**src/hw/exec_pkg.sv**
```systemverilog
`default_nettype none

package exec_pkg;

	localparam int XLEN      = 32;
	localparam int REG_AW    = 5;
	// one quotient bit per cycle
	localparam int DIV_STEPS = 32;

	typedef logic [XLEN-1:0]   word_t;
	// hi in the upper half, lo in the lower half
	typedef logic [2*XLEN-1:0] dword_t;
	typedef logic [REG_AW-1:0] reg_addr_t;

	typedef enum logic [4:0] {
		OP_ADD,
		OP_SUB,
		OP_AND,
		OP_OR,
		OP_XOR,
		OP_NOR,
		OP_SLT,
		OP_SLTU,
		OP_SLL,
		OP_SRL,
		OP_SRA,
		OP_MULT,
		OP_MULTU,
		OP_DIV,
		OP_DIVU,
		OP_MFHI,
		OP_MFLO
	} op_e;

	typedef enum logic [1:0] {
		RES_GPR,
		RES_HILO,
		RES_HI,
		RES_LO
	} res_kind_e;

	typedef struct packed {
		res_kind_e kind;
		reg_addr_t dst;
		dword_t    value;
		logic      is_div;
	} path_res_t;

endpackage

`default_nettype wire

```
**src/hw/exec_if.sv**
```systemverilog
`default_nettype none


// path result towards the writeback
interface exec_res_if;
	logic                valid;
	logic                ready;
	exec_pkg::path_res_t res;

	modport producer (
		output valid,
		output res,
		input  ready
	);

	modport consumer (
		input  valid,
		input  res,
		output ready
	);
endinterface

`default_nettype wire

```
**src/hw/hilo_writeback.sv**
```systemverilog
`default_nettype none

module hilo_writeback (
	input  wire                  clk,
	input  wire                  rst_i,
	exec_res_if.consumer         alu_i,
	exec_res_if.consumer         div_i,
	output logic                 res_valid_o,
	input  wire                  res_ready_i,
	output exec_pkg::reg_addr_t  res_dst_o,
	output exec_pkg::word_t      res_data_o,
	output logic                 alu_retire_o,
	output logic                 div_retire_o
);
	logic                out_free;
	logic                take;
	logic                to_hilo;
	exec_pkg::path_res_t sel;
	exec_pkg::word_t     hi_q;
	exec_pkg::word_t     lo_q;

	// output register empty or draining this cycle
	assign out_free = !res_valid_o || res_ready_i;

	// divider wins if both ever show up
	assign div_i.ready = out_free;
	assign alu_i.ready = out_free && !div_i.valid;

	assign sel     = div_i.valid ? div_i.res : alu_i.res;
	assign take    = (div_i.valid || alu_i.valid) && out_free;
	assign to_hilo = (sel.kind == exec_pkg::RES_HILO);

	assign alu_retire_o = take && !sel.is_div;
	assign div_retire_o = take && sel.is_div;

	always_ff @(posedge clk) begin
		if (rst_i) begin
			res_valid_o <= 1'b0;
			hi_q        <= '0;
			lo_q        <= '0;
		end else begin
			if (take && !to_hilo)
				res_valid_o <= 1'b1;
			else if (res_ready_i)
				res_valid_o <= 1'b0;
			if (take && to_hilo) begin
				hi_q <= sel.value[exec_pkg::XLEN +: exec_pkg::XLEN];
				lo_q <= sel.value[0 +: exec_pkg::XLEN];
			end
		end
	end

	// mfhi and mflo read the register pair here
	always_ff @(posedge clk) begin
		if (take) begin
			res_dst_o <= sel.dst;
			case (sel.kind)
				exec_pkg::RES_HI: res_data_o <= hi_q;
				exec_pkg::RES_LO: res_data_o <= lo_q;
				default:          res_data_o <= sel.value[0 +: exec_pkg::XLEN];
			endcase
		end
	end
endmodule

`default_nettype wire

```
**src/flat_wrapper.sv**
```systemverilog
// flat-port wrapper written by rule: the top's interface ports become plain ports
module hilo_writeback_flat 
  (clk, rst_i, res_valid_o, res_ready_i, res_dst_o, res_data_o, alu_retire_o, div_retire_o, alu_i_valid, alu_i_res, alu_i_ready, div_i_valid, div_i_res, div_i_ready);
  exec_res_if alu_i_i ();
  exec_res_if div_i_i ();
  input  wire clk;
  input  wire rst_i;
  output logic res_valid_o;
  input  wire res_ready_i;
  output exec_pkg::reg_addr_t res_dst_o;
  output exec_pkg::word_t res_data_o;
  output logic alu_retire_o;
  output logic div_retire_o;
  input wire logic [$bits(alu_i_i.valid)-1:0] alu_i_valid;
  input wire logic [$bits(alu_i_i.res)-1:0] alu_i_res;
  output wire logic [$bits(alu_i_i.ready)-1:0] alu_i_ready;
  input wire logic [$bits(div_i_i.valid)-1:0] div_i_valid;
  input wire logic [$bits(div_i_i.res)-1:0] div_i_res;
  output wire logic [$bits(div_i_i.ready)-1:0] div_i_ready;
  assign alu_i_i.valid = alu_i_valid;
  assign alu_i_i.res = alu_i_res;
  assign alu_i_ready = alu_i_i.ready;
  assign div_i_i.valid = div_i_valid;
  assign div_i_i.res = div_i_res;
  assign div_i_ready = div_i_i.ready;
  hilo_writeback u_core (.clk(clk), .rst_i(rst_i), .alu_i(alu_i_i), .div_i(div_i_i), .res_valid_o(res_valid_o), .res_ready_i(res_ready_i), .res_dst_o(res_dst_o), .res_data_o(res_data_o), .alu_retire_o(alu_retire_o), .div_retire_o(div_retire_o));
endmodule
```
**config.mk**
```make
export PLATFORM = sky130hd
export DESIGN_NAME = hilo_writeback_flat
export DESIGN_NICKNAME = d
export VERILOG_FILES = /design/src/hw/exec_pkg.sv /design/src/hw/exec_if.sv /design/src/hw/hilo_writeback.sv /design/src/flat_wrapper.sv
export SDC_FILE = /design/constraint.sdc
export NUM_CORES = 1
export LEC_CHECK = 0
export ABC_AREA = 1
export BUFFER_PORTS_ARGS = -buffer_cell sky130_fd_sc_hd__buf_2
export CORE_MARGIN = 5
export CORE_UTILIZATION = 50
export DETAILED_ROUTE_END_ITERATION = 8
export GPL_TIMING_DRIVEN = 0
export PLACE_DENSITY = 0.88
export SKIP_CTS_REPAIR_TIMING = 1
export SLEW_MARGIN = 40
export SYNTH_ARGS = -nofsm -noshare
export SYNTH_HDL_FRONTEND = slang
export SYNTH_SLANG_ARGS = --single-unit
```
**constraint.sdc**
```tcl
create_clock -name clk -period 1.8 [get_ports clk]
set_input_delay 0.09 -clock clk [delete_from_list [all_inputs] [get_ports clk]]
set_output_delay 0.09 -clock clk [all_outputs]
set_load 0.01 [all_outputs]
```
==> results.md <==
Logic synthesis:
- Synthesis produced a netlist whose cell count is 748.
- The number of warnings printed during yosys synthesis is 0.
- When the netlist entered floorplanning its net count stood at 897.
- The post-synthesis instance area is ~5300 um2.
- The synthesized area divided by synthesized cell count is between 7 and 8 um2.
- The synthesized netlist contains 21 unique library cells.
- In this run, synthesis produced a sequential element count of ~100.
- The sequential share of the synthesized area is 45.1%.

Timing:
- The upper clock frequency limit is 645 MHz.
- The final number of setup-violating endpoints is 0.
- The post-route worst hold slack is -0.00144 ns.
- The max-slew violation total from the final report is 0.
- Headroom to the max-slew limit came out at about 57%.
- For the final database, setup skew stands at ~0.0082 ns.
- The final clock period utilization by the worst path is a little under nine tenths.
- Setup repair after global routing left no endpoint under its margin.
- The final hold violation count came to 1.
- Counting I/O delays and the setup requirement, the final critical path takes approximately 1.5 ns.
- The slew at the pin closest to its max-slew limit is ~0.64 ns.

Clock network:
- The clock passes through at most 2 buffers.
- The number of sinks driven by the clock tree is 102.
- Clock tree synthesis selected as its root buffer the cell clkbuf_8.
- The later pin in the worst-skew pair is clocked with a latency of 0.35 ns.
- The clock transition at the registers of the reported paths is around 0.10 ns.
- The depth of the CTS H-tree is 3.
- The TritonCTS clock tree is built.
- The CTS buffer count is 9.

Drt:
- The detailed-route DRC error count is 0.
- The remaining antenna violation count after routing is 0.
- The overall routed net length is approximately 16000 um.
- After the first detailed-routing iteration, the DRC count stood at around 500.
- The first detailed-routing pass ran for 5 iterations.
- Detailed routing inserted a total of 5398 vias.
- Dividing the detail-routed via count by the number of cells gives between 4 and 5.
- The mean routed wirelength per cell is 14.1 um.

Power and ir drop:
- Internal power comes to 0.00405 W.
- The switching share of power is between 20 and 30%.
- The power density over the cells is 830 nW/um2.
- In this run, the combinational gates consume 21.6% of the power.
- The worst ir drop on vdd is 0.000566 V.
- The total leakage power is around 3.2 nW.
- The overall power is 0.00563 W.
- Summed over all nets, the switching power comes to 0.00157 W.
- The clock network fraction of design power is a little under a third.
- The sequential power share is between 40% and 50%.

Finish:
- Leaving out fill and tap cells, the most frequent cell in the layout is nand2_1.
- The fraction of final layout cells with drive strength greater than 1 is 26.3%.
- The final core utilization is between 60% and 70%.
- The library cells used most frequently in the layout, excluding fill and tap cells, are nand2_1, buf_2, nor2_1.
- After the last flow step, the layout net total stands at roughly 1.1k.
- Compared with the post-synthesis result, the final layout area differs by 26.8%.

Global route:
- The pin count of the biggest net entering global routing is 47.
- Global routing used a little under a quarter of the available tracks.
- The number of antenna violations at the first check in global routing is 1.
- The remaining global-route overflow is 0.
- The first global-routing pass estimated ~25000 um of wire.
- The number of global-route vias before repair was 5219.

Setup path:
- The critical path goes through nand2_1, inv_1, nor2_1, buf_2, buf_4, nand3_1, nand2_1, nor2_1.
- The worst register-to-register path begins at u_core.res_valid_o.
- The arrival time at the worst endpoint is 1.80 ns.
- The kind of capture point of the worst setup path is a register.
- Along the worst path, the maximum fanout reaches 10.
- For this run, the slowest stage of the critical path takes around 0.32 ns.
- The launching element of the worst setup path is u_core.res_valid_o.
- Among all stages on the critical path, the largest delay is contributed by dfxtp_1.
- The critical path is of the register to register type.
- The launching element type of the critical path is a register.
- For the worst setup path, the data required time is ~2.1 ns.

Floorplanning:
- The floorplan step defined a die boundary enclosing between 10000 and 15000 um2.
- The chip width is around 110 um.
- The number of core rows is 37.
- The top-level I/O count is between 150 and 200.
- The core region is just over 10000 um2.
- In this run the vertical extent of the chip is 113 um.
- The initial core utilization is 51.6%.

Run:
- Max-cap violations in this run came to 0.

Worst hold path:
- The startpoint identified for the worst hold timing path is alu_i_res[65].
- The tightest min-delay check is of the primary input to register type.

Placed design:
- Input and output buffers added on the ports amount to between 150 and 200.
- The half-perimeter wire length after placement is approximately 12000 um.
- At the end of routability-driven placement, the weighted congestion stood at 0.821.

Status:
- The flow ran to the end, but the final reports show violations.
- The checks that failed: hold timing.
kinds of logic after synthesis:
group                  after synthesis  synth area share (%)
AO/OA/AOI/OAI                       67                  7.84
flip-flops                         102                  45.1
buffers and inverters               90                  8.84
AND/OR/NAND/NOR                    489                  38.2
layout make-up:
class                      count  area (um2)
fill                         958        3590
clock inverter                 6         110
antenna                        1        2.50
timing repair buffer         196        1020
clock buffer                  10         128
multi-input combinational    556        2460
inverter                      40         153
sequential                   102        2410
buffer                        50         327
tap                          136         170
routing by layer:
layer  up-vias  share of wire, %  track usage, %
met2       229                48            40.3
li1       2790                 -               -
met4         0               1.2            5.53
met3        17               9.5            5.57
met5         -                 0               0
met1      2362                42            31.6
synth_stat cells:
cell      instances  area [um2]
nor2_1          132         495
nor2_2            2        12.5
nand2_2           4        25.0
o21ai_0          32         160
o21ai_2           1        8.76
buf_2            13        65.1
nand2_1         253         950
and2_0           32         200
inv_4             1        6.26
nand3_1          64         320
nor2_8            2        40.0
buf_1             6        22.5
a21oi_1           2        10.0
buf_4            17         128
dfxtp_1          65        1300
edfxtp_1         37        1110
inv_2             1        3.75
buf_6             7        78.8
inv_1            38         143
o211ai_1         32         240
clkbuf_1          7        26.3
worst paths after layout:
path | to | slack, ns | cells past startpoint
worst max-delay path | u_core.hi_q[15] | 0.25 | 8
worst min-delay path | u_core.res_dst_o[0] | -0.001 | 3
worst min register to register | u_core.lo_q[13] | 0.49 | 2
worst max register to register | u_core.hi_q[15] | 0.25 | 8
flip-flops by register name, summed over array words and instances (netlist names):
register,flops
u_core.res_data_o,32
u_core.hi_q,32
u_core.res_valid_o,1
u_core.res_dst_o,5
u_core.lo_q,32
critical path, delay by kind of cell, from the launching register on:
family	cells	cell delay [ns]
and+or+nand+nor	5	0.51
DFF	1	0.32
buffers and inverters	3	0.62
power by group through the flow:
stage               registers [W]  logic [W]  clock network (W)
floorplan                 0.00280   0.000673                  0
global placement          0.00275    0.00118                  0
detailed placement        0.00276    0.00120                  0
CTS                       0.00270    0.00120            0.00171
global route              0.00273    0.00137            0.00184
finish                    0.00270    0.00122            0.00171
per-stage QoR:
step | worst slack, ns | instances | hold slack (ns) | area, um2 | TNS (ns)
finish | 0.250 | 1097 | -0.00144 | 6780 | 0
CTS | 0.181 | 1089 | -0.0979 | 6700 | 0
global placement | -0.0997 | 1073 | 0.272 | 6460 | -2.91
floorplan | 0.142 | 748 | 0.159 | 5350 | 0
global route | 0.0783 | 1097 | 0.00343 | 6780 | 0
detailed placement | 0.200 | 1073 | 0.276 | 6470 | 0
Power figures use the tool's default switching activity.
