**config.mk**
```make
export PLATFORM = sky130hd
export DESIGN_NAME = exec_issue_flat
export DESIGN_NICKNAME = d
export VERILOG_FILES = /design/src/hw/exec_pkg.sv /design/src/hw/exec_if.sv /design/src/hw/exec_issue.sv /design/src/flat_wrapper.sv
export SDC_FILE = /design/constraint.sdc
export NUM_CORES = 1
export LEC_CHECK = 0
export BUFFER_PORTS_ARGS = -buffer_cell sky130_fd_sc_hd__buf_2
export CORE_AREA = 2 2 91 93
export CTS_CLUSTER_DIAMETER = 50
export DETAILED_ROUTE_END_ITERATION = 8
export DIE_AREA = 0 0 93 95
export GPL_ROUTABILITY_DRIVEN = 0
export PLACE_DENSITY_LB_ADDON = 0.05
export SETUP_SLACK_MARGIN = 0.3
export SYNTH_ARGS = -nofsm -noshare
export SYNTH_HDL_FRONTEND = slang
export SYNTH_SLANG_ARGS = --single-unit
```
**constraint.sdc**
```tcl
create_clock -name clk -period 1.8 [get_ports clk]
set_input_delay 0.09 -clock clk [delete_from_list [all_inputs] [get_ports clk]]
set_output_delay 0.09 -clock clk [all_outputs]
set_load 0.01 [all_outputs]
```
**src/hw/exec_pkg.sv**
```systemverilog
`default_nettype none

package exec_pkg;

	localparam int XLEN      = 32;
	localparam int REG_AW    = 5;
	// one quotient bit per cycle
	localparam int DIV_STEPS = 32;

	typedef logic [XLEN-1:0]   word_t;
	// hi in the upper half, lo in the lower half
	typedef logic [2*XLEN-1:0] dword_t;
	typedef logic [REG_AW-1:0] reg_addr_t;

	typedef enum logic [4:0] {
		OP_ADD,
		OP_SUB,
		OP_AND,
		OP_OR,
		OP_XOR,
		OP_NOR,
		OP_SLT,
		OP_SLTU,
		OP_SLL,
		OP_SRL,
		OP_SRA,
		OP_MULT,
		OP_MULTU,
		OP_DIV,
		OP_DIVU,
		OP_MFHI,
		OP_MFLO
	} op_e;

	typedef enum logic [1:0] {
		RES_GPR,
		RES_HILO,
		RES_HI,
		RES_LO
	} res_kind_e;

	typedef struct packed {
		res_kind_e kind;
		reg_addr_t dst;
		dword_t    value;
		logic      is_div;
	} path_res_t;

endpackage

`default_nettype wire

```
**src/hw/exec_if.sv**
```systemverilog
`default_nettype none

// decoded operation from the issue stage to one execution path
interface exec_op_if;
	logic                valid;
	logic                ready;
	exec_pkg::op_e       op;
	exec_pkg::word_t     src_a;
	exec_pkg::word_t     src_b;
	exec_pkg::reg_addr_t dst;

	modport issuer (
		output valid,
		output op,
		output src_a,
		output src_b,
		output dst,
		input  ready
	);

	modport executor (
		input  valid,
		input  op,
		input  src_a,
		input  src_b,
		input  dst,
		output ready
	);
endinterface


`default_nettype wire

```
**src/hw/exec_issue.sv**
```systemverilog
`default_nettype none

module exec_issue (
	input  wire                      clk,
	input  wire                      rst_i,
	input  wire                      op_valid_i,
	output logic                     op_ready_o,
	input  wire exec_pkg::op_e       op_code_i,
	input  wire exec_pkg::word_t     op_a_i,
	input  wire exec_pkg::word_t     op_b_i,
	input  wire exec_pkg::reg_addr_t op_dst_i,
	input  wire                      alu_retire_i,
	input  wire                      div_retire_i,
	exec_op_if.issuer                alu_o,
	exec_op_if.issuer                div_o
);
	logic [1:0] alu_cnt_q;
	logic       div_busy_q;
	logic       is_div;
	logic       alu_open;
	logic       div_open;
	logic       alu_fire;
	logic       div_fire;

	assign is_div = (op_code_i == exec_pkg::OP_DIV) || (op_code_i == exec_pkg::OP_DIVU);

	// nothing issues behind a divide
	assign alu_open = !div_busy_q;
	// divide waits until the alu path has drained
	assign div_open = !div_busy_q && (alu_cnt_q == 2'd0);

	assign alu_o.valid = op_valid_i && !is_div && alu_open;
	assign alu_o.op    = op_code_i;
	assign alu_o.src_a = op_a_i;
	assign alu_o.src_b = op_b_i;
	assign alu_o.dst   = op_dst_i;

	assign div_o.valid = op_valid_i && is_div && div_open;
	assign div_o.op    = op_code_i;
	assign div_o.src_a = op_a_i;
	assign div_o.src_b = op_b_i;
	assign div_o.dst   = op_dst_i;

	assign op_ready_o = is_div ? (div_open && div_o.ready) : (alu_open && alu_o.ready);

	assign alu_fire = alu_o.valid && alu_o.ready;
	assign div_fire = div_o.valid && div_o.ready;

	always_ff @(posedge clk) begin
		if (rst_i) begin
			alu_cnt_q  <= 2'd0;
			div_busy_q <= 1'b0;
		end else begin
			// dispatch and retire in one cycle cancel out
			if (alu_fire && !alu_retire_i)
				alu_cnt_q <= alu_cnt_q + 2'd1;
			else if (!alu_fire && alu_retire_i)
				alu_cnt_q <= alu_cnt_q - 2'd1;
			if (div_fire)
				div_busy_q <= 1'b1;
			else if (div_retire_i)
				div_busy_q <= 1'b0;
		end
	end
endmodule

`default_nettype wire

```
**src/flat_wrapper.sv**
```systemverilog
// flat-port wrapper written by rule: the top's interface ports become plain ports
module exec_issue_flat 
  (clk, rst_i, op_valid_i, op_ready_o, op_code_i, op_a_i, op_b_i, op_dst_i, alu_retire_i, div_retire_i, alu_o_valid, alu_o_op, alu_o_src_a, alu_o_src_b, alu_o_dst, alu_o_ready, div_o_valid, div_o_op, div_o_src_a, div_o_src_b, div_o_dst, div_o_ready);
  exec_op_if alu_o_i ();
  exec_op_if div_o_i ();
  input  wire clk;
  input  wire rst_i;
  input  wire op_valid_i;
  output logic op_ready_o;
  input  wire exec_pkg::op_e op_code_i;
  input  wire exec_pkg::word_t op_a_i;
  input  wire exec_pkg::word_t op_b_i;
  input  wire exec_pkg::reg_addr_t op_dst_i;
  input  wire alu_retire_i;
  input  wire div_retire_i;
  output wire logic [$bits(alu_o_i.valid)-1:0] alu_o_valid;
  output wire logic [$bits(alu_o_i.op)-1:0] alu_o_op;
  output wire logic [$bits(alu_o_i.src_a)-1:0] alu_o_src_a;
  output wire logic [$bits(alu_o_i.src_b)-1:0] alu_o_src_b;
  output wire logic [$bits(alu_o_i.dst)-1:0] alu_o_dst;
  input wire logic [$bits(alu_o_i.ready)-1:0] alu_o_ready;
  output wire logic [$bits(div_o_i.valid)-1:0] div_o_valid;
  output wire logic [$bits(div_o_i.op)-1:0] div_o_op;
  output wire logic [$bits(div_o_i.src_a)-1:0] div_o_src_a;
  output wire logic [$bits(div_o_i.src_b)-1:0] div_o_src_b;
  output wire logic [$bits(div_o_i.dst)-1:0] div_o_dst;
  input wire logic [$bits(div_o_i.ready)-1:0] div_o_ready;
  assign alu_o_valid = alu_o_i.valid;
  assign alu_o_op = alu_o_i.op;
  assign alu_o_src_a = alu_o_i.src_a;
  assign alu_o_src_b = alu_o_i.src_b;
  assign alu_o_dst = alu_o_i.dst;
  assign alu_o_i.ready = alu_o_ready;
  assign div_o_valid = div_o_i.valid;
  assign div_o_op = div_o_i.op;
  assign div_o_src_a = div_o_i.src_a;
  assign div_o_src_b = div_o_i.src_b;
  assign div_o_dst = div_o_i.dst;
  assign div_o_i.ready = div_o_ready;
  exec_issue u_core (.clk(clk), .rst_i(rst_i), .op_valid_i(op_valid_i), .op_ready_o(op_ready_o), .op_code_i(op_code_i), .op_a_i(op_a_i), .op_b_i(op_b_i), .op_dst_i(op_dst_i), .alu_retire_i(alu_retire_i), .div_retire_i(div_retire_i), .alu_o(alu_o_i), .div_o(div_o_i));
endmodule
```
==> impl_metrics.env <==
export IMPL_die_w_microns=93
export IMPL_finalCritPeriodShare_pct=76.4
export IMPL_fin_skew_ns=0.00161
export IMPL_postPlaceCellArea_sq_um=488
export IMPL_holdPathStages=2
export IMPL_cts_sink_count=3
export IMPL_start_util_pct=16.8
export IMPL_required_ns=1.95
export IMPL_cp_start_kind="flip-flop"
export IMPL_fin_nets=136
export IMPL_tns_ns=0
export IMPL_ff2ff_path_depth=5
export IMPL_multiInputGateArea_sq_um=183
export IMPL_tightest_slew_ns=0.243
export IMPL_synth_nets=253
export IMPL_holdPathEnd="u_core.alu_cnt_q[1]"
export IMPL_diodes=0
export IMPL_stdcell_area_sq_um=562
export IMPL_cts_root_buffer="clkbuf_8"
export IMPL_clock_fmax_mhz=727
export IMPL_cts_setup_buffers=0
export IMPL_register_area_sq_um=60.1
export IMPL_p_per_area_mw_per_mm2=641
export IMPL_io_buffer_count=24
export IMPL_max_cap_violations=0
export IMPL_hold_start="rst_i"
export IMPL_cpPeakStageDelay_ns=0.32
export IMPL_end_kind="flip-flop"
export IMPL_totalWireLength_microns=1570
export IMPL_drc=0
export IMPL_antenna_found_initial=0
export IMPL_die_height_microns=95
export IMPL_synth_seq_area_share_pct=4.51
export IMPL_slew_viol_final=0
export IMPL_hold_viol=0
export IMPL_ys_seq_elements=3
export IMPL_rsz0062_at_grt="false"
export IMPL_synth_avg_cell_area_sq_um=7.79
export IMPL_crit_fanout=2
export IMPL_slew_headroom_pct=83.6
export IMPL_path_clk_slew_ns=0.03
export IMPL_grt_pass1_vias=460
export IMPL_htreeDepth=1
export IMPL_layout_drive_gt1_share_pct=66.0
export IMPL_layout_min_cycle_time_ns=1.38
export IMPL_wl_per_cell_microns=9.92
export IMPL_overflow=0
export IMPL_critical_path_class="reg2reg"
export IMPL_critPathTopFamily="simple AND/OR/NAND/NOR gates"
export IMPL_ant_nets=0
export IMPL_drt_pass1_iter_count=2
export IMPL_syn_area_sq_mm=0.00133
export IMPL_cp_cell_sequence="and4b_2 -> ha_4 -> xor2_1 -> or3_1 -> a21oi_1"
export IMPL_r2r_setup_slack_ns=0.42
export IMPL_hold_class="in2reg"
export IMPL_cts_buffer_depth=2
export IMPL_fp_row_count=33
export IMPL_via_per_inst=2.61
export IMPL_p_leak_nw=0.245
export IMPL_numCtsBuffers=3
export IMPL_cp_slowest_cell="dfxtp_1"
export IMPL_grt_max_degree=6
export IMPL_cts_tree="done"
export IMPL_cp_arrival_ns=1.52
export IMPL_synth_cells=171
export IMPL_drt_initial_drc_count=2
export IMPL_r2r_end="u_core.alu_cnt_q[1]"
export IMPL_crit_path_start="u_core.div_busy_q"
export IMPL_grt_pass1_wl_microns=2140
export IMPL_insertion_delay_ns=0.21
export IMPL_core_area_sq_mm=0.00793
export IMPL_fill_cells=948
export IMPL_status="completed"
export IMPL_cp_depth=5
export IMPL_cts_resized=0
export IMPL_synth_warnings=0
export IMPL_area_growth_pct=-57.8
export IMPL_hpwl_microns=1290
export IMPL_setup_viol=0
export IMPL_reg2reg_from="u_core.div_busy_q"
export IMPL_ir_drop_v=0.000152
export IMPL_io_pins=232
export IMPL_yosysUniqueCellTypes=18
export IMPL_critical_path_buf_inv_count=0
export IMPL_vias=412
export IMPL_grt_usage_pct=3.17
export IMPL_hold_buffers=0
export IMPL_fp_dieArea_sq_mm=0.00884
routing by layer:
metal  vias up  track usage, %  part of all wire (%)  wire length [microns]
li1        142               -                     -                      -
met1       139            1.77                    21                    329
met2        75            3.32                    36                    567
met3        56            3.75                    26                    400
met4         0            6.25                    17                    271
met5         -               0                     0                      0
registers in the layout, indices dropped and copies added, names as in the netlist:
signal             count
u_core.div_busy_q      1
u_core.alu_cnt_q       2
cell families (layout without fill, tap and decap cells):
kind of cell             Yosys count  after routing  share of synthesized area [%]
flip-flops                         3              3                           4.51
buffers and inverters            150             32                           83.9
AO/OA/AOI/OAI                      3              3                           1.97
multiplexers                       1              1                          0.751
adder cells (fa/ha/maj)            1              1                          0.939
AND/OR/NAND/NOR                   10             10                           5.92
XOR/XNOR                           3              3                           1.97
cells in the mapped netlist:
cell type	number	area share, %
buf_4	148	83
dfxtp_1	3	4.5
xor2_1	3	2.0
inv_1	2	0.56
nor2_1	2	0.56
a21oi_1	1	0.38
and4b_2	1	0.85
ha_1	1	0.94
mux2i_1	1	0.75
nand2b_1	1	0.47
nand3b_1	1	0.56
nand4b_2	1	1.1
nor3b_1	1	0.56
nor4b_1	1	0.66
o21ai_0	1	0.38
o41ai_2	1	1.2
or3_1	1	0.47
or3b_2	1	0.66
cell usage in the layout (no fill, tap or decap):
master,instances
o21ai_0,1
nand4b_4,1
ha_4,1
dfxtp_1,3
nor3b_1,1
nor2_1,2
clkbuf_1,1
o41ai_2,1
buf_4,2
clkbuf_8,3
buf_2,24
nor4b_1,1
mux2i_1,1
xor2_2,1
and4b_2,1
a21oi_1,1
nand2b_1,1
xor2_1,2
inv_1,2
or3_1,1
or3b_2,1
nand3b_1,1
final cells by class:
class	count	share of cell area [%]
multi-input cells	18	32.5
repair buffers	26	24.1
flip-flops and latches	3	10.7
clock buffers	4	8.02
well taps	105	23.4
inverters	2	1.34
worst max-delay path by stage:
stage | to | slack, ns
final | u_core.alu_cnt_q[1] | 0.42
after detailed placement | u_core.alu_cnt_q[1] | 0.14
after global routing | u_core.alu_cnt_q[1] | 0.31
after CTS | u_core.alu_cnt_q[1] | 0.36
after floorplan | u_core.alu_cnt_q[1] | 0.32
after global placement | u_core.alu_cnt_q[1] | 0.17
power breakdown:
part | switching (W) | total [W] | internal [W]
combinational | 0.0000454 | 0.0000878 | 0.0000424
clock | 0.0000416 | 0.000192 | 0.000151
sequential | 0.00000569 | 0.0000802 | 0.0000745
per-stage QoR:
| step | total power [W] | utilization [%] | hold slack, ns | setup slack (ns) | std cells |
|---|---|---|---|---|---|
| floorplan | 0.000454 | - | 0.159 | 0.319 | 171 |
| global placement | 0.000170 | 6.16 | 0.180 | 0.169 | 154 |
| detailed placement | 0.000163 | 6.16 | 0.180 | 0.142 | 154 |
| CTS | 0.000362 | 6.72 | 0.110 | 0.360 | 158 |
| global route | 0.000384 | 7.09 | 0.115 | 0.315 | 158 |
| finish | 0.000360 | 7.09 | 0.106 | 0.424 | 158 |
No activity file was read; power rests on OpenSTA's default activity.
