## config.mk

```make
export PLATFORM = sky130hd
export DESIGN_NAME = div_path_flat
export DESIGN_NICKNAME = d
export VERILOG_FILES = /design/src/hw/exec_pkg.sv /design/src/hw/exec_if.sv /design/src/hw/div_path.sv /design/src/flat_wrapper.sv
export SDC_FILE = /design/constraint.sdc
export NUM_CORES = 1
export LEC_CHECK = 0
export BUFFER_PORTS_ARGS = -buffer_cell sky130_fd_sc_hd__buf_4
export CAP_MARGIN = 10
export CORE_ASPECT_RATIO = 0.7
export CORE_MARGIN = 2
export CORE_UTILIZATION = 45
export CTS_BUF_LIST = sky130_fd_sc_hd__clkbuf_16
export CTS_CLUSTER_SIZE = 28
export DETAILED_ROUTE_END_ITERATION = 8
export GPL_TIMING_DRIVEN = 0
export HOLD_SLACK_MARGIN = 0.05
export PLACE_DENSITY = 0.67
export SLEW_MARGIN = 20
export SYNTH_ARGS = -nofsm -noshare
export SYNTH_HDL_FRONTEND = slang
export SYNTH_SLANG_ARGS = --single-unit
```

## constraint.sdc

```tcl
create_clock -name clk -period 3.65 [get_ports clk]
set_input_delay 0.365 -clock clk [delete_from_list [all_inputs] [get_ports clk]]
set_output_delay 0.365 -clock clk [all_outputs]
set_load 0.1 [all_outputs]
```

## src/hw/exec_pkg.sv

```systemverilog
`default_nettype none

package exec_pkg;

	localparam int XLEN      = 32;
	localparam int REG_AW    = 5;
	// one quotient bit per cycle
	localparam int DIV_STEPS = 32;

	typedef logic [XLEN-1:0]   word_t;
	// hi in the upper half, lo in the lower half
	typedef logic [2*XLEN-1:0] dword_t;
	typedef logic [REG_AW-1:0] reg_addr_t;

	typedef enum logic [4:0] {
		OP_ADD,
		OP_SUB,
		OP_AND,
		OP_OR,
		OP_XOR,
		OP_NOR,
		OP_SLT,
		OP_SLTU,
		OP_SLL,
		OP_SRL,
		OP_SRA,
		OP_MULT,
		OP_MULTU,
		OP_DIV,
		OP_DIVU,
		OP_MFHI,
		OP_MFLO
	} op_e;

	typedef enum logic [1:0] {
		RES_GPR,
		RES_HILO,
		RES_HI,
		RES_LO
	} res_kind_e;

	typedef struct packed {
		res_kind_e kind;
		reg_addr_t dst;
		dword_t    value;
		logic      is_div;
	} path_res_t;

endpackage

`default_nettype wire

```

## src/hw/exec_if.sv

```systemverilog
`default_nettype none

// decoded operation from the issue stage to one execution path
interface exec_op_if;
	logic                valid;
	logic                ready;
	exec_pkg::op_e       op;
	exec_pkg::word_t     src_a;
	exec_pkg::word_t     src_b;
	exec_pkg::reg_addr_t dst;

	modport issuer (
		output valid,
		output op,
		output src_a,
		output src_b,
		output dst,
		input  ready
	);

	modport executor (
		input  valid,
		input  op,
		input  src_a,
		input  src_b,
		input  dst,
		output ready
	);
endinterface

// path result towards the writeback
interface exec_res_if;
	logic                valid;
	logic                ready;
	exec_pkg::path_res_t res;

	modport producer (
		output valid,
		output res,
		input  ready
	);

	modport consumer (
		input  valid,
		input  res,
		output ready
	);
endinterface

`default_nettype wire

```

## src/hw/div_path.sv

```systemverilog
`default_nettype none

module div_path (
	input  wire          clk,
	input  wire          rst_i,
	exec_op_if.executor  op_i,
	exec_res_if.producer res_o
);
	typedef enum logic [1:0] {
		DIV_IDLE,
		DIV_RUN,
		DIV_DONE
	} div_state_e;

	div_state_e                             state_q;
	logic [$clog2(exec_pkg::DIV_STEPS)-1:0] step_q;
	exec_pkg::word_t                        rem_q;
	exec_pkg::word_t                        quo_q;
	exec_pkg::word_t                        dvs_q;
	logic                                   neg_quo_q;
	logic                                   neg_rem_q;
	exec_pkg::reg_addr_t                    dst_q;
	logic                                   op_signed;
	logic                                   a_neg;
	logic                                   b_neg;
	exec_pkg::word_t                        mag_a;
	exec_pkg::word_t                        mag_b;
	logic [exec_pkg::XLEN:0]                rem_shift;
	logic [exec_pkg::XLEN:0]                diff;
	exec_pkg::word_t                        quo_fix;
	exec_pkg::word_t                        rem_fix;

	assign op_signed = (op_i.op == exec_pkg::OP_DIV);
	assign a_neg     = op_signed && op_i.src_a[exec_pkg::XLEN-1];
	assign b_neg     = op_signed && op_i.src_b[exec_pkg::XLEN-1];
	assign mag_a     = a_neg ? -op_i.src_a : op_i.src_a;
	assign mag_b     = b_neg ? -op_i.src_b : op_i.src_b;

	// busy from acceptance until the result has left
	assign op_i.ready = (state_q == DIV_IDLE);

	// restoring step shifts the next dividend bit out of the top of quo_q
	assign rem_shift = {rem_q, quo_q[exec_pkg::XLEN-1]};
	assign diff      = rem_shift - {1'b0, dvs_q};

	always_ff @(posedge clk) begin
		if (rst_i) begin
			state_q <= DIV_IDLE;
		end else begin
			case (state_q)
				DIV_IDLE: begin
					if (op_i.valid)
						state_q <= DIV_RUN;
				end
				DIV_RUN: begin
					if (step_q == '0)
						state_q <= DIV_DONE;
				end
				default: begin
					if (res_o.ready)
						state_q <= DIV_IDLE;
				end
			endcase
		end
	end

	always_ff @(posedge clk) begin
		if (op_i.valid && op_i.ready) begin
			step_q    <= $bits(step_q)'(exec_pkg::DIV_STEPS - 1);
			rem_q     <= '0;
			quo_q     <= mag_a;
			dvs_q     <= mag_b;
			neg_quo_q <= a_neg ^ b_neg;
			neg_rem_q <= a_neg;
			dst_q     <= op_i.dst;
		end else if (state_q == DIV_RUN) begin
			step_q <= step_q - 1'b1;
			rem_q  <= diff[exec_pkg::XLEN] ? rem_shift[exec_pkg::XLEN-1:0]
			                               : diff[exec_pkg::XLEN-1:0];
			quo_q  <= {quo_q[exec_pkg::XLEN-2:0], !diff[exec_pkg::XLEN]};
		end
	end

	// remainder follows the dividend sign
	assign quo_fix = neg_quo_q ? -quo_q : quo_q;
	assign rem_fix = neg_rem_q ? -rem_q : rem_q;

	assign res_o.valid = (state_q == DIV_DONE);
	assign res_o.res   = '{
		kind:   exec_pkg::RES_HILO,
		dst:    dst_q,
		value:  {rem_fix, quo_fix},
		is_div: 1'b1
	};
endmodule

`default_nettype wire

```

## src/flat_wrapper.sv

```systemverilog
// flat-port wrapper written by rule: the top's interface ports become plain ports
module div_path_flat 
  (clk, rst_i, op_i_valid, op_i_op, op_i_src_a, op_i_src_b, op_i_dst, op_i_ready, res_o_valid, res_o_res, res_o_ready);
  exec_op_if op_i_i ();
  exec_res_if res_o_i ();
  input  wire clk;
  input  wire rst_i;
  input wire logic [$bits(op_i_i.valid)-1:0] op_i_valid;
  input wire logic [$bits(op_i_i.op)-1:0] op_i_op;
  input wire logic [$bits(op_i_i.src_a)-1:0] op_i_src_a;
  input wire logic [$bits(op_i_i.src_b)-1:0] op_i_src_b;
  input wire logic [$bits(op_i_i.dst)-1:0] op_i_dst;
  output wire logic [$bits(op_i_i.ready)-1:0] op_i_ready;
  output wire logic [$bits(res_o_i.valid)-1:0] res_o_valid;
  output wire logic [$bits(res_o_i.res)-1:0] res_o_res;
  input wire logic [$bits(res_o_i.ready)-1:0] res_o_ready;
  assign op_i_i.valid = op_i_valid;
  assign op_i_i.op = op_i_op;
  assign op_i_i.src_a = op_i_src_a;
  assign op_i_i.src_b = op_i_src_b;
  assign op_i_i.dst = op_i_dst;
  assign op_i_ready = op_i_i.ready;
  assign res_o_valid = res_o_i.valid;
  assign res_o_res = res_o_i.res;
  assign res_o_i.ready = res_o_ready;
  div_path u_core (.clk(clk), .rst_i(rst_i), .op_i(op_i_i), .res_o(res_o_i));
endmodule
```

==> run metrics, run 1 <==
Max FO, Critical Path 3; Slew @ Worst Pin 1.198 ns; CP peak stage delay 0.57 ns; Final Net Count 1,287; # clock sinks 110; Startpoint Class register; Initial Utilization 45.42%; CTS tree built; clk buf depth 2; layout cell share with drive strength beyond 1 21.09%; Post-synth top flop edfxtp_1; H-tree Lvls 3; RR Endpoint u_core.rem_q[15]$_SDFFE_PP0P_; dpl ws -0.4347 ns; Ys Warns 0; clk_lat worst skew 0.37 ns; arrival time at the worst endpoint 3.84 ns; fin crit share 115.3%; Seq cells post-synth 110; Netlist Area Pre-Place 8497 sq um; Congestion Overflow GR 0; Hold Crit Class in -> reg; Die ar. 20,010 sq um; status complete, but fails checks; reg2reg setup slack 0.18 ns; root buffer cell clkbuf_16; core area 18,710 sq um; Sw Share 54.85%; share of synthesized registers carrying an async set or reset 0%; data required time of the critical path 3.28 ns; Die W 168.2 um; IO Count 152; R2R depth 13; Setup crit end res_o_res[30]; critical path depth in cells 10; Post-synth EDFFs 71; DRT antenna net count 0; # rows 42; CP endpoint kind output port; RSZ-0062 raised after global routing yes; Distinct cells, synth 61; detailed-route wire length per cell 17.69 um; DIE HEIGHT 119.0 um; total CTS buffers 9; gr usage total 24.62%; critical-path cell list or4_4 -> nor2_4 -> nand2_2 -> or4_4 -> or3_4 -> or3_4 -> or4_4 -> o41ai_4 -> xnor2_4 -> buf_12; CP Buf/Inv Count 1; first-pass GRT wire length 38.96 mm; combinational share of power 63.4%; delay-heaviest family, CP simple AND/OR/NAND/NOR gates; Avg Cell Area, Syn 8.574 sq um; Layout area overhead 26.73%; Core Util, Final 57.56%; total power 7.936 mW; GPL Wtd Cong 0.9591; Routed WL 25.10 mm; final number of hold-violating endpoints 0; pin count of the biggest net entering global routing 46; gate count after technology mapping 991; DRT Pass-1 Iters 5; worst hold slack 0.1605 ns; slowest CP cell or4_4; Pint 3.583 mW; Final Skew 0.009498 ns; Clk pwr share 13.2%; Final WS setup -0.5585 ns; Fmax 237.6 MHz; Leak 4.455 nW; critical path class reg -> out; max_cap viols 0; Port Buffers 148; failing checks negative setup slack; R2R Path Start u_core.rem_q[8]$_SDFFE_PP0P_; Vias 8,066; Most common cell on crit path or4_4; final setup vio count 9; via/cell ratio 5.684; Slew Limit Fails 0; DRC viols 0; Detailed Place HPWL 18.93 mm; vias in the first global route 7,341; initial antenna violation count 1; VDD IR max 775.9 uV; min Tclk post-route 4.209 ns; Starting DRT DRC Count 718; Slew Limit Headroom 19.70%; Flop pwr share 23.5%; Net Sw Power 4.353 mW; CTS clk-pin slew, worst paths 0.08 ns; Seq/Total Area, Yosys 34.28%; PwrDens 737.0 nW/um^2; Setup TNS Final -2.878 ns; Critical path origin u_core.quo_q[4]$_DFFE_PP_
## sequential cells by signal, summed over array words and instances, names as in the netlist
register          flops
u_core.dvs_q         32
u_core.quo_q         32
u_core.rem_q         32
u_core.dst_q          5
u_core.step_q         5
u_core.state_q        2
u_core.neg_quo_q      1
u_core.neg_rem_q      1
## power by group through the flow
| stage | clock network [mW] | registers [mW] | logic (mW) |
|---|---|---|---|
| global route | 1.10 | 1.89 | 5.31 |
| CTS | 1.06 | 1.85 | 4.93 |
| floorplan | 0 | 1.79 | 3.85 |
| detailed placement | 0 | 1.87 | 4.83 |
| finish | 1.05 | 1.86 | 5.03 |
| global placement | 0 | 1.87 | 4.80 |
## stage by stage
step | instance area [sq um] | cells
final | 10770 | 1419
after CTS | 10620 | 1411
after floorplan | 8625 | 992
after detailed placement | 10040 | 1382
after global placement | 10040 | 1382
after global routing | 10770 | 1418
## cells by family after synthesis
kind of cell / after synthesis / synth area share (%)
adder cells (fa/ha/maj): 38 / 5.684
other: 2 / 0.08839
XOR/XNOR: 147 / 15.15
buffers and inverters: 100 / 4.668
multiplexers: 26 / 3.092
AND/OR/NAND/NOR: 292 / 16.82
flip-flops: 110 / 34.28
AO/OA/AOI/OAI: 276 / 20.22
## worst min-delay path by stage
| stage | startpoint | end | slack (ns) | cells past startpoint |
|---|---|---|---|---|
| 2_1_floorplan | rst_i | u_core.state_q[0]$_SDFFE_PP0P_ | 0.44 | 1 |
| 3_3_place_gp | u_core.step_q[4]$_SDFFE_PP1P_ | u_core.step_q[4]$_SDFFE_PP1P_ | 0.46 | 1 |
| 3_5_place_dp | u_core.step_q[4]$_SDFFE_PP1P_ | u_core.step_q[4]$_SDFFE_PP1P_ | 0.47 | 1 |
| 4_1_cts | rst_i | u_core.state_q[1]$_SDFFE_PP0P_ | 0.15 | 2 |
| 5_1_grt | rst_i | u_core.state_q[0]$_SDFFE_PP0P_ | 0.15 | 2 |
| 6_report | rst_i | u_core.state_q[1]$_SDFFE_PP0P_ | 0.16 | 2 |
## repair_timing
item	in CTS	in global routing
setup buffers	13	6
pin swaps	11	9
hold buffers	0	0
setup endpoints to repair	42	81
gates cloned	0	1
resized for setup	42	23
## area by class of cell
type | instances | area [sq um]
fillers | 1716 | 7940
multi-input cells | 782 | 5460
flip-flops and latches | 110 | 2915
repair buffers | 167 | 1354
well taps | 242 | 302.8
clock buffers | 9 | 225.2
inverters | 58 | 221.5
plain buffers | 42 | 198.9
clock inverters | 7 | 82.58
repair inverters | 1 | 5.005
diodes | 1 | 2.502
## cell usage in the layout (no fill, tap or decap), types with 30 or more instances in the layout
| cell | netlist | layout |
|---|---|---|
| ha_1 | 37 | 37 |
| nand2_1 | 116 | 115 |
| inv_1 | 58 | 56 |
| o21ai_0 | 114 | 110 |
| buf_4 | 5 | 151 |
| xor2_1 | 55 | 51 |
| clkbuf_1 | 32 | 30 |
| dfxtp_1 | 39 | 37 |
| a21oi_1 | 46 | 45 |
| xnor2_1 | 92 | 85 |
| nor2_1 | 53 | 52 |
| edfxtp_1 | 71 | 71 |
## Yosys cell counts (6+ instances only)
| cell type | instances | area (sq um) |
|---|---|---|
| nor4_1 | 14 | 87.58 |
| o211ai_1 | 8 | 60.06 |
| clkbuf_1 | 32 | 120.1 |
| nor3_1 | 13 | 65.06 |
| ha_1 | 37 | 462.9 |
| mux2i_1 | 24 | 240.2 |
| edfxtp_1 | 71 | 2132 |
| a21o_1 | 17 | 127.6 |
| dfxtp_1 | 39 | 780.8 |
| o21ai_0 | 114 | 570.6 |
| or3_1 | 7 | 43.79 |
| inv_1 | 58 | 217.7 |
| nand3_1 | 22 | 110.1 |
| or4_1 | 14 | 105.1 |
| nand2_1 | 116 | 435.4 |
| a21oi_1 | 46 | 230.2 |
| xnor2_1 | 92 | 805.8 |
| o41ai_1 | 15 | 131.4 |
| o31ai_1 | 26 | 195.2 |
| and3_1 | 7 | 43.79 |
| nor2b_1 | 7 | 43.79 |
| xor2_1 | 55 | 481.7 |
| nor2_1 | 53 | 198.9 |
| o21a_1 | 6 | 45.04 |
| a31oi_1 | 12 | 75.07 |
| nand2b_1 | 14 | 87.58 |
## per-layer routing
metal | routed length (um) | track usage [%] | vias to the layer above
li1 | - | - | 3930
met2 | 10530 | 35.47 | 272
met1 | 12740 | 38.23 | 3841
met5 | 0 | 0 | -
met3 | 1501 | 3.855 | 23
met4 | 327 | 5.873 | 0
(Power assumes the default switching activity.)
==> run 2, diff against run 1 <==
--- a/config.mk
+++ b/config.mk
@@ -5,7 +5,7 @@
 export SDC_FILE = /design/constraint.sdc
 export NUM_CORES = 1
 export LEC_CHECK = 0
-export BUFFER_PORTS_ARGS = -buffer_cell sky130_fd_sc_hd__buf_4
+export BUFFER_PORTS_ARGS = -buffer_cell sky130_fd_sc_hd__clkbuf_2
 export CAP_MARGIN = 10
 export CORE_ASPECT_RATIO = 0.7
 export CORE_MARGIN = 2
==> run metrics, run 2 (synthesized netlist as in run 1, its figures left out) <==
status complete, but fails checks; failing checks negative setup slack; RSZ-0062 raised after global routing yes; vias in the first global route 7,191 (-2.0%); # clock sinks 110 (unchanged); most frequent cells in the layout 127 x clkbuf_2, 115 x nand2_1, 110 x o21ai_0, 85 x xnor2_1, 71 x edfxtp_1; data required time of the critical path 3.28 ns (about the same); GPL Wtd Cong 0.9567 (-0.25%); pin count of the biggest net entering global routing 46 (unchanged); PwrDens 749.8 nW/um^2 (+1.7%); Setup TNS Final -1.688 ns (+1.189 ns); Post-Layout Inst Area 10,350 sq um (-3.8%); Hold Crit Class in -> reg; core area 18,710 sq um (unchanged); Slew @ Worst Pin 1.234 ns (+0.03579 ns); Die ar. 20,010 sq um (unchanged); Pint 3.433 mW (-4.2%); Max FO, Critical Path 3 (unchanged); Vias 8,011 (-0.68%); IO Count 152 (unchanged); Routed WL 24.38 mm (-2.8%); Layout area overhead 21.87%; Slew Limit Fails 0 (unchanged); GR Util met3 4.885% (+1.0 points); CTS clk-pin slew, worst paths 0.07 ns (about the same); Final WS setup -0.5274 ns (+0.03114 ns); met2 GRT Util 33.80% (-1.7 points); Final Skew 0.008374 ns (-0.001125 ns); clk buf depth 2 (unchanged); Startpoint Class register; Initial Utilization 45.42% (unchanged); commonest non-fill, non-tap cell in the layout clkbuf_2; Critical path origin u_core.quo_q[4]$_DFFE_PP_; first-pass GRT wire length 37.76 mm (-3.1%); root buffer cell clkbuf_16; H-tree Lvls 3 (unchanged); register area 2914 sq um (about the same); final number of hold-violating endpoints 0 (unchanged); layout cell share with drive strength beyond 1 20.17% (-0.92 points); Net Sw Power 4.332 mW (-0.48%); fill count 1,740 (+1.4%); Die W 168.2 um (unchanged); DRT antenna net count 0 (unchanged); combinational share of power 62.8% (-0.6 points); total CTS buffers 9 (unchanged); via/cell ratio 5.674 (-0.19%); gr usage total 23.79% (-0.83 points); Clk pwr share 13.2% (about the same); initial antenna violation count 0 (-1); Sw Share 55.79% (+0.94 points); final setup vio count 5 (-4); total power 7.764 mW (-2.2%); min Tclk post-route 4.177 ns (-0.03114 ns); Final Net Count 1,281 (-0.47%); Flop pwr share 24.0% (+0.5 points); Detailed Place HPWL 18.67 mm (-1.4%); worst hold slack 0.1811 ns (+0.02062 ns); Core Util, Final 55.35% (-2.2 points); arrival time at the worst endpoint 3.81 ns (-0.03 ns); Port Buffers 148 (unchanged); Placed Area 9669 sq um (-3.7%); R2R Path Start u_core.rem_q[8]$_SDFFE_PP0P_; Congestion Overflow GR 0 (unchanged); DIE HEIGHT 119.0 um (unchanged); Post-CTS Hold Buffers 0 (unchanged); CTS tree built; biggest regs u_core.dvs_q: 32 flops, u_core.quo_q: 32 flops, u_core.rem_q: 32 flops; Starting DRT DRC Count 847 (+18%); CP endpoint kind output port; Slew Limit Headroom 17.30% (-2.4 points); n_diodes 0 (-1); clk_lat worst skew 0.36 ns (about the same); max_cap viols 0 (unchanged); VDD IR max 566.7 uV (-27%); GR Layer Usage met1 36.99% (-1.2 points); multi-input combinational cell area 5423 sq um (-0.69%); most used routing layer met1; Leak 4.331 nW (-2.8%); reg2reg setup slack 0.16 ns (-0.02 ns); detailed-route wire length per cell 17.27 um (-2.4%); hold path start op_i_dst[2]; # rows 42 (unchanged); fin crit share 114.4% (-0.85 points); Fmax 239.4 MHz (+0.75%); critical path class reg -> out; DRT Pass-1 Iters 5 (unchanged); DRC viols 0 (unchanged)
[run 2: worst paths after layout]
kind,to,cells after the start
worst min-delay path,u_core.dst_q[2]$_DFFE_PP_,1
worst max register to register,u_core.rem_q[0]$_SDFFE_PP0P_,12
worst min register to register,u_core.step_q[4]$_SDFFE_PP1P_,1
worst max-delay path,res_o_res[30],10
[run 2: critical path, cell delays in order, from the launching register on]
cell       delay [ns]
edfxtp_1         0.39
or4_4            0.57
nor2_4           0.10
nand2_2          0.06
or4_4            0.44
or3_4            0.36
or3_4            0.34
or4_4            0.47
o41ai_4          0.34
xnor2_4          0.16
clkbuf_16        0.22
[run 2: area by class of cell]
class	count	area share, %
multi-input combinational	782	52.37
sequential	110	28.14
timing repair buffer	161	9.642
tap	242	2.924
clock buffer	9	2.175
inverter	58	2.139
buffer	42	1.861
clock inverter	7	0.7008
timing repair inverter	1	0.04833
[run 2: repair_timing]
item,CTS,global route
setup buffers,10,3
pin swaps,5,3
setup endpoints to repair,43,81
gates cloned,0,1
resized for setup,43,40
[run 2: per-stage QoR]
stage | cells | worst slack (ns)
detailed placement | 1382 | -0.5310
finish | 1412 | -0.5274
global route | 1412 | -0.6213
global placement | 1382 | -0.5108
floorplan | 992 | -0.09771
CTS | 1408 | -0.6130
[run 2: layer usage]
| metal | part of all wire [%] | vias up | wire length (um) |
|---|---|---|---|
| li1 | - | 3915 | - |
| met1 | 49 | 3764 | 12000 |
| met2 | 42 | 309 | 10150 |
| met3 | 7.9 | 23 | 1923 |
| met4 | 1.3 | 0 | 317 |
| met5 | 0 | - | 0 |
[run 2: power groups by stage]
stage	Clock, mW	Combinational (mW)	Sequential (mW)
3_3_place_gp	0	4.59	1.86
2_1_floorplan	0	3.85	1.79
6_report	1.02	4.88	1.87
5_1_grt	1.08	5.15	1.89
3_5_place_dp	0	4.64	1.87
4_1_cts	1.03	4.76	1.84
==> run 3, diff against run 2 <==
--- a/config.mk
+++ b/config.mk
@@ -15,7 +15,7 @@
 export DETAILED_ROUTE_END_ITERATION = 8
 export GPL_TIMING_DRIVEN = 0
 export HOLD_SLACK_MARGIN = 0.05
-export PLACE_DENSITY = 0.67
+export PLACE_DENSITY = 0.65
 export SLEW_MARGIN = 20
 export SYNTH_ARGS = -nofsm -noshare
 export SYNTH_HDL_FRONTEND = slang
==> run metrics, run 3 (synthesized netlist as in run 1, its figures left out) <==
slowest CP cell or4_4; critical path class reg -> out; final setup vio count 6 (+1); detailed-route wire length per cell 17.21 um (-0.35%); total power 7.797 mW (+0.42%); failing checks negative setup slack; Post-CTS Hold Buffers 0 (unchanged); most frequent cells in the layout 129 x clkbuf_2, 115 x nand2_1, 113 x o21ai_0, 85 x xnor2_1, 71 x edfxtp_1; H-tree Lvls 3 (unchanged); Fmax 238.9 MHz (-0.21%); gr usage total 24.07% (+0.27 points); arrival time at the worst endpoint 3.82 ns (about the same); dpl ws -0.5082 ns (+0.02281 ns); Port Buffers 148 (unchanged); layout cell share with drive strength beyond 1 20.29% (+0.12 points); fin crit share 114.7% (+0.24 points); min Tclk post-route 4.186 ns (+0.008857 ns); Vias 7,899 (-1.4%); Congestion Overflow GR 0 (unchanged); core area 18,710 sq um (unchanged); Slew @ Worst Pin 1.002 ns (-0.2320 ns); status complete, but fails checks; CP endpoint kind output port; Slew Limit Fails 0 (unchanged); RSZ-0062 raised after global routing yes; VDD IR max 554.7 uV (-2.1%); pin count of the biggest net entering global routing 46 (unchanged); clk buf depth 2 (unchanged); placed cells 1,382 (unchanged); CTS tree built; CP peak stage delay 0.56 ns (about the same); Final WS setup -0.5362 ns (-0.008857 ns); Starting DRT DRC Count 667 (-21%); Slew Limit Headroom 33.08% (+16 points); Routed WL 24.27 mm (-0.49%); data required time of the critical path 3.28 ns (about the same); CTS clk-pin slew, worst paths 0.07 ns (about the same); Finished Layout Cells 1,410 (-0.14%); Layout area overhead 22.32%; root buffer cell clkbuf_16; GPL Wtd Cong 0.9501 (-0.69%); IO Count 152 (unchanged); Max FO, Critical Path 3 (unchanged); DRC viols 0 (unchanged); commonest non-fill, non-tap cell in the layout clkbuf_2; Setup TNS Final -1.786 ns (-0.09726 ns); via/cell ratio 5.602 (-1.3%); DIE HEIGHT 119.0 um (unchanged); Hold Crit Class in -> reg; final number of hold-violating endpoints 0 (unchanged); Detailed Place HPWL 18.96 mm (+1.6%); Leak 4.355 nW (+0.56%); Die ar. 20,010 sq um (unchanged); clk_lat worst skew 0.36 ns (about the same); # clock sinks 110 (unchanged); initial antenna violation count 0 (unchanged); Die W 168.2 um (unchanged); DRT antenna net count 0 (unchanged); max_cap viols 0 (unchanged); n_diodes 0 (unchanged); DRT Pass-1 Iters 5 (unchanged); first-pass GRT wire length 38.03 mm (+0.69%); Final Skew 0.009003 ns (+0.0006289 ns); Final Net Count 1,279 (-0.16%); # rows 42 (unchanged); critical-path cell list or4_4 -> nor2_4 -> nand2_2 -> or4_4 -> or3_4 -> or3_4 -> or4_4 -> o41ai_4 -> xnor2_4 -> clkbuf_16; Startpoint Class register; Initial Utilization 45.42% (unchanged); biggest regs u_core.dvs_q: 32 flops, u_core.quo_q: 32 flops, u_core.rem_q: 32 flops; vias in the first global route 7,045 (-2.0%); Most common cell on crit path or4_4; total CTS buffers 9 (unchanged); fill count 1,739 (-0.057%); PwrDens 750.2 nW/um^2 (about the same)
[run 3: cell count changes in the layout (fill, tap and decap cells not counted), moves of 2 or more]
cell      change
o21ai_0       +3
clkbuf_4      +3
clkbuf_2      +2
clkbuf_1      -2
o21ai_1       -3
buf_6         -4
buf_8         +2
[run 3: metal layers]
layer / vias up / track usage [%] / part of all wire, %
met5: - / 0 / 0
li1: 3912 / - / -
met3: 20 / 4.553 / 6.6
met2: 235 / 33.87 / 41
met4: 0 / 5.011 / 1.2
met1: 3732 / 37.81 / 51
[run 3: final timing paths]
kind / depth (start not counted) / slack, ns / end / startpoint
worst max register to register: 14 / 0.26 / u_core.rem_q[22]$_SDFFE_PP0P_ / u_core.dvs_q[13]$_DFFE_PP_
worst max-delay path: 10 / -0.54 / res_o_res[30] / u_core.quo_q[4]$_DFFE_PP_
worst min-delay path: 1 / 0.18 / u_core.dst_q[0]$_DFFE_PP_ / op_i_dst[0]
worst min register to register: 1 / 0.49 / u_core.step_q[4]$_SDFFE_PP1P_ / u_core.step_q[4]$_SDFFE_PP1P_
[run 3: worst max-delay path, delay by kind of cell (launching register included)]
kind	cells	cell delay, ns
and+or+nand+nor	7	2.35
DFF	1	0.39
AOI/OAI and AO/OA	1	0.34
buffers and inverters	1	0.22
xor gates and xnor gates	1	0.16
[run 3: power by group]
part           switching, mW  internal (mW)  leakage, nW
Clock                  0.469          0.599        0.155
Sequential             0.329           1.55         1.02
Combinational           3.51           1.34         3.18
Total                   4.31           3.49         4.35
[run 3: final cells by class]
cell class	count	area, sq um	area share [%]
multi-input cells	782	5449	52.43
inverters	58	221.5	2.131
well taps	242	302.8	2.913
flip-flops and latches	110	2918	28.07
clock buffers	9	225.2	2.167
repair buffers	161	992.2	9.546
plain buffers	41	196.4	1.890
clock inverters	7	88.84	0.8547
[run 3: per-stage QoR]
stage | utilization, % | instance area [sq um] | hold slack [ns]
6_report | 55.56 | 10390 | 0.1754
5_1_grt | 55.56 | 10390 | 0.1652
4_1_cts | 54.80 | 10250 | 0.1693
3_5_place_dp | 51.69 | 9669 | 0.4732
3_3_place_gp | 51.68 | 9668 | 0.4568
2_1_floorplan | - | 8625 | 0.4374
[run 3: what timing repair did]
action	in CTS	in global routing
pin swaps	6	9
buffers inserted	9	4
setup endpoints to repair	44	53
gates resized for setup	47	34
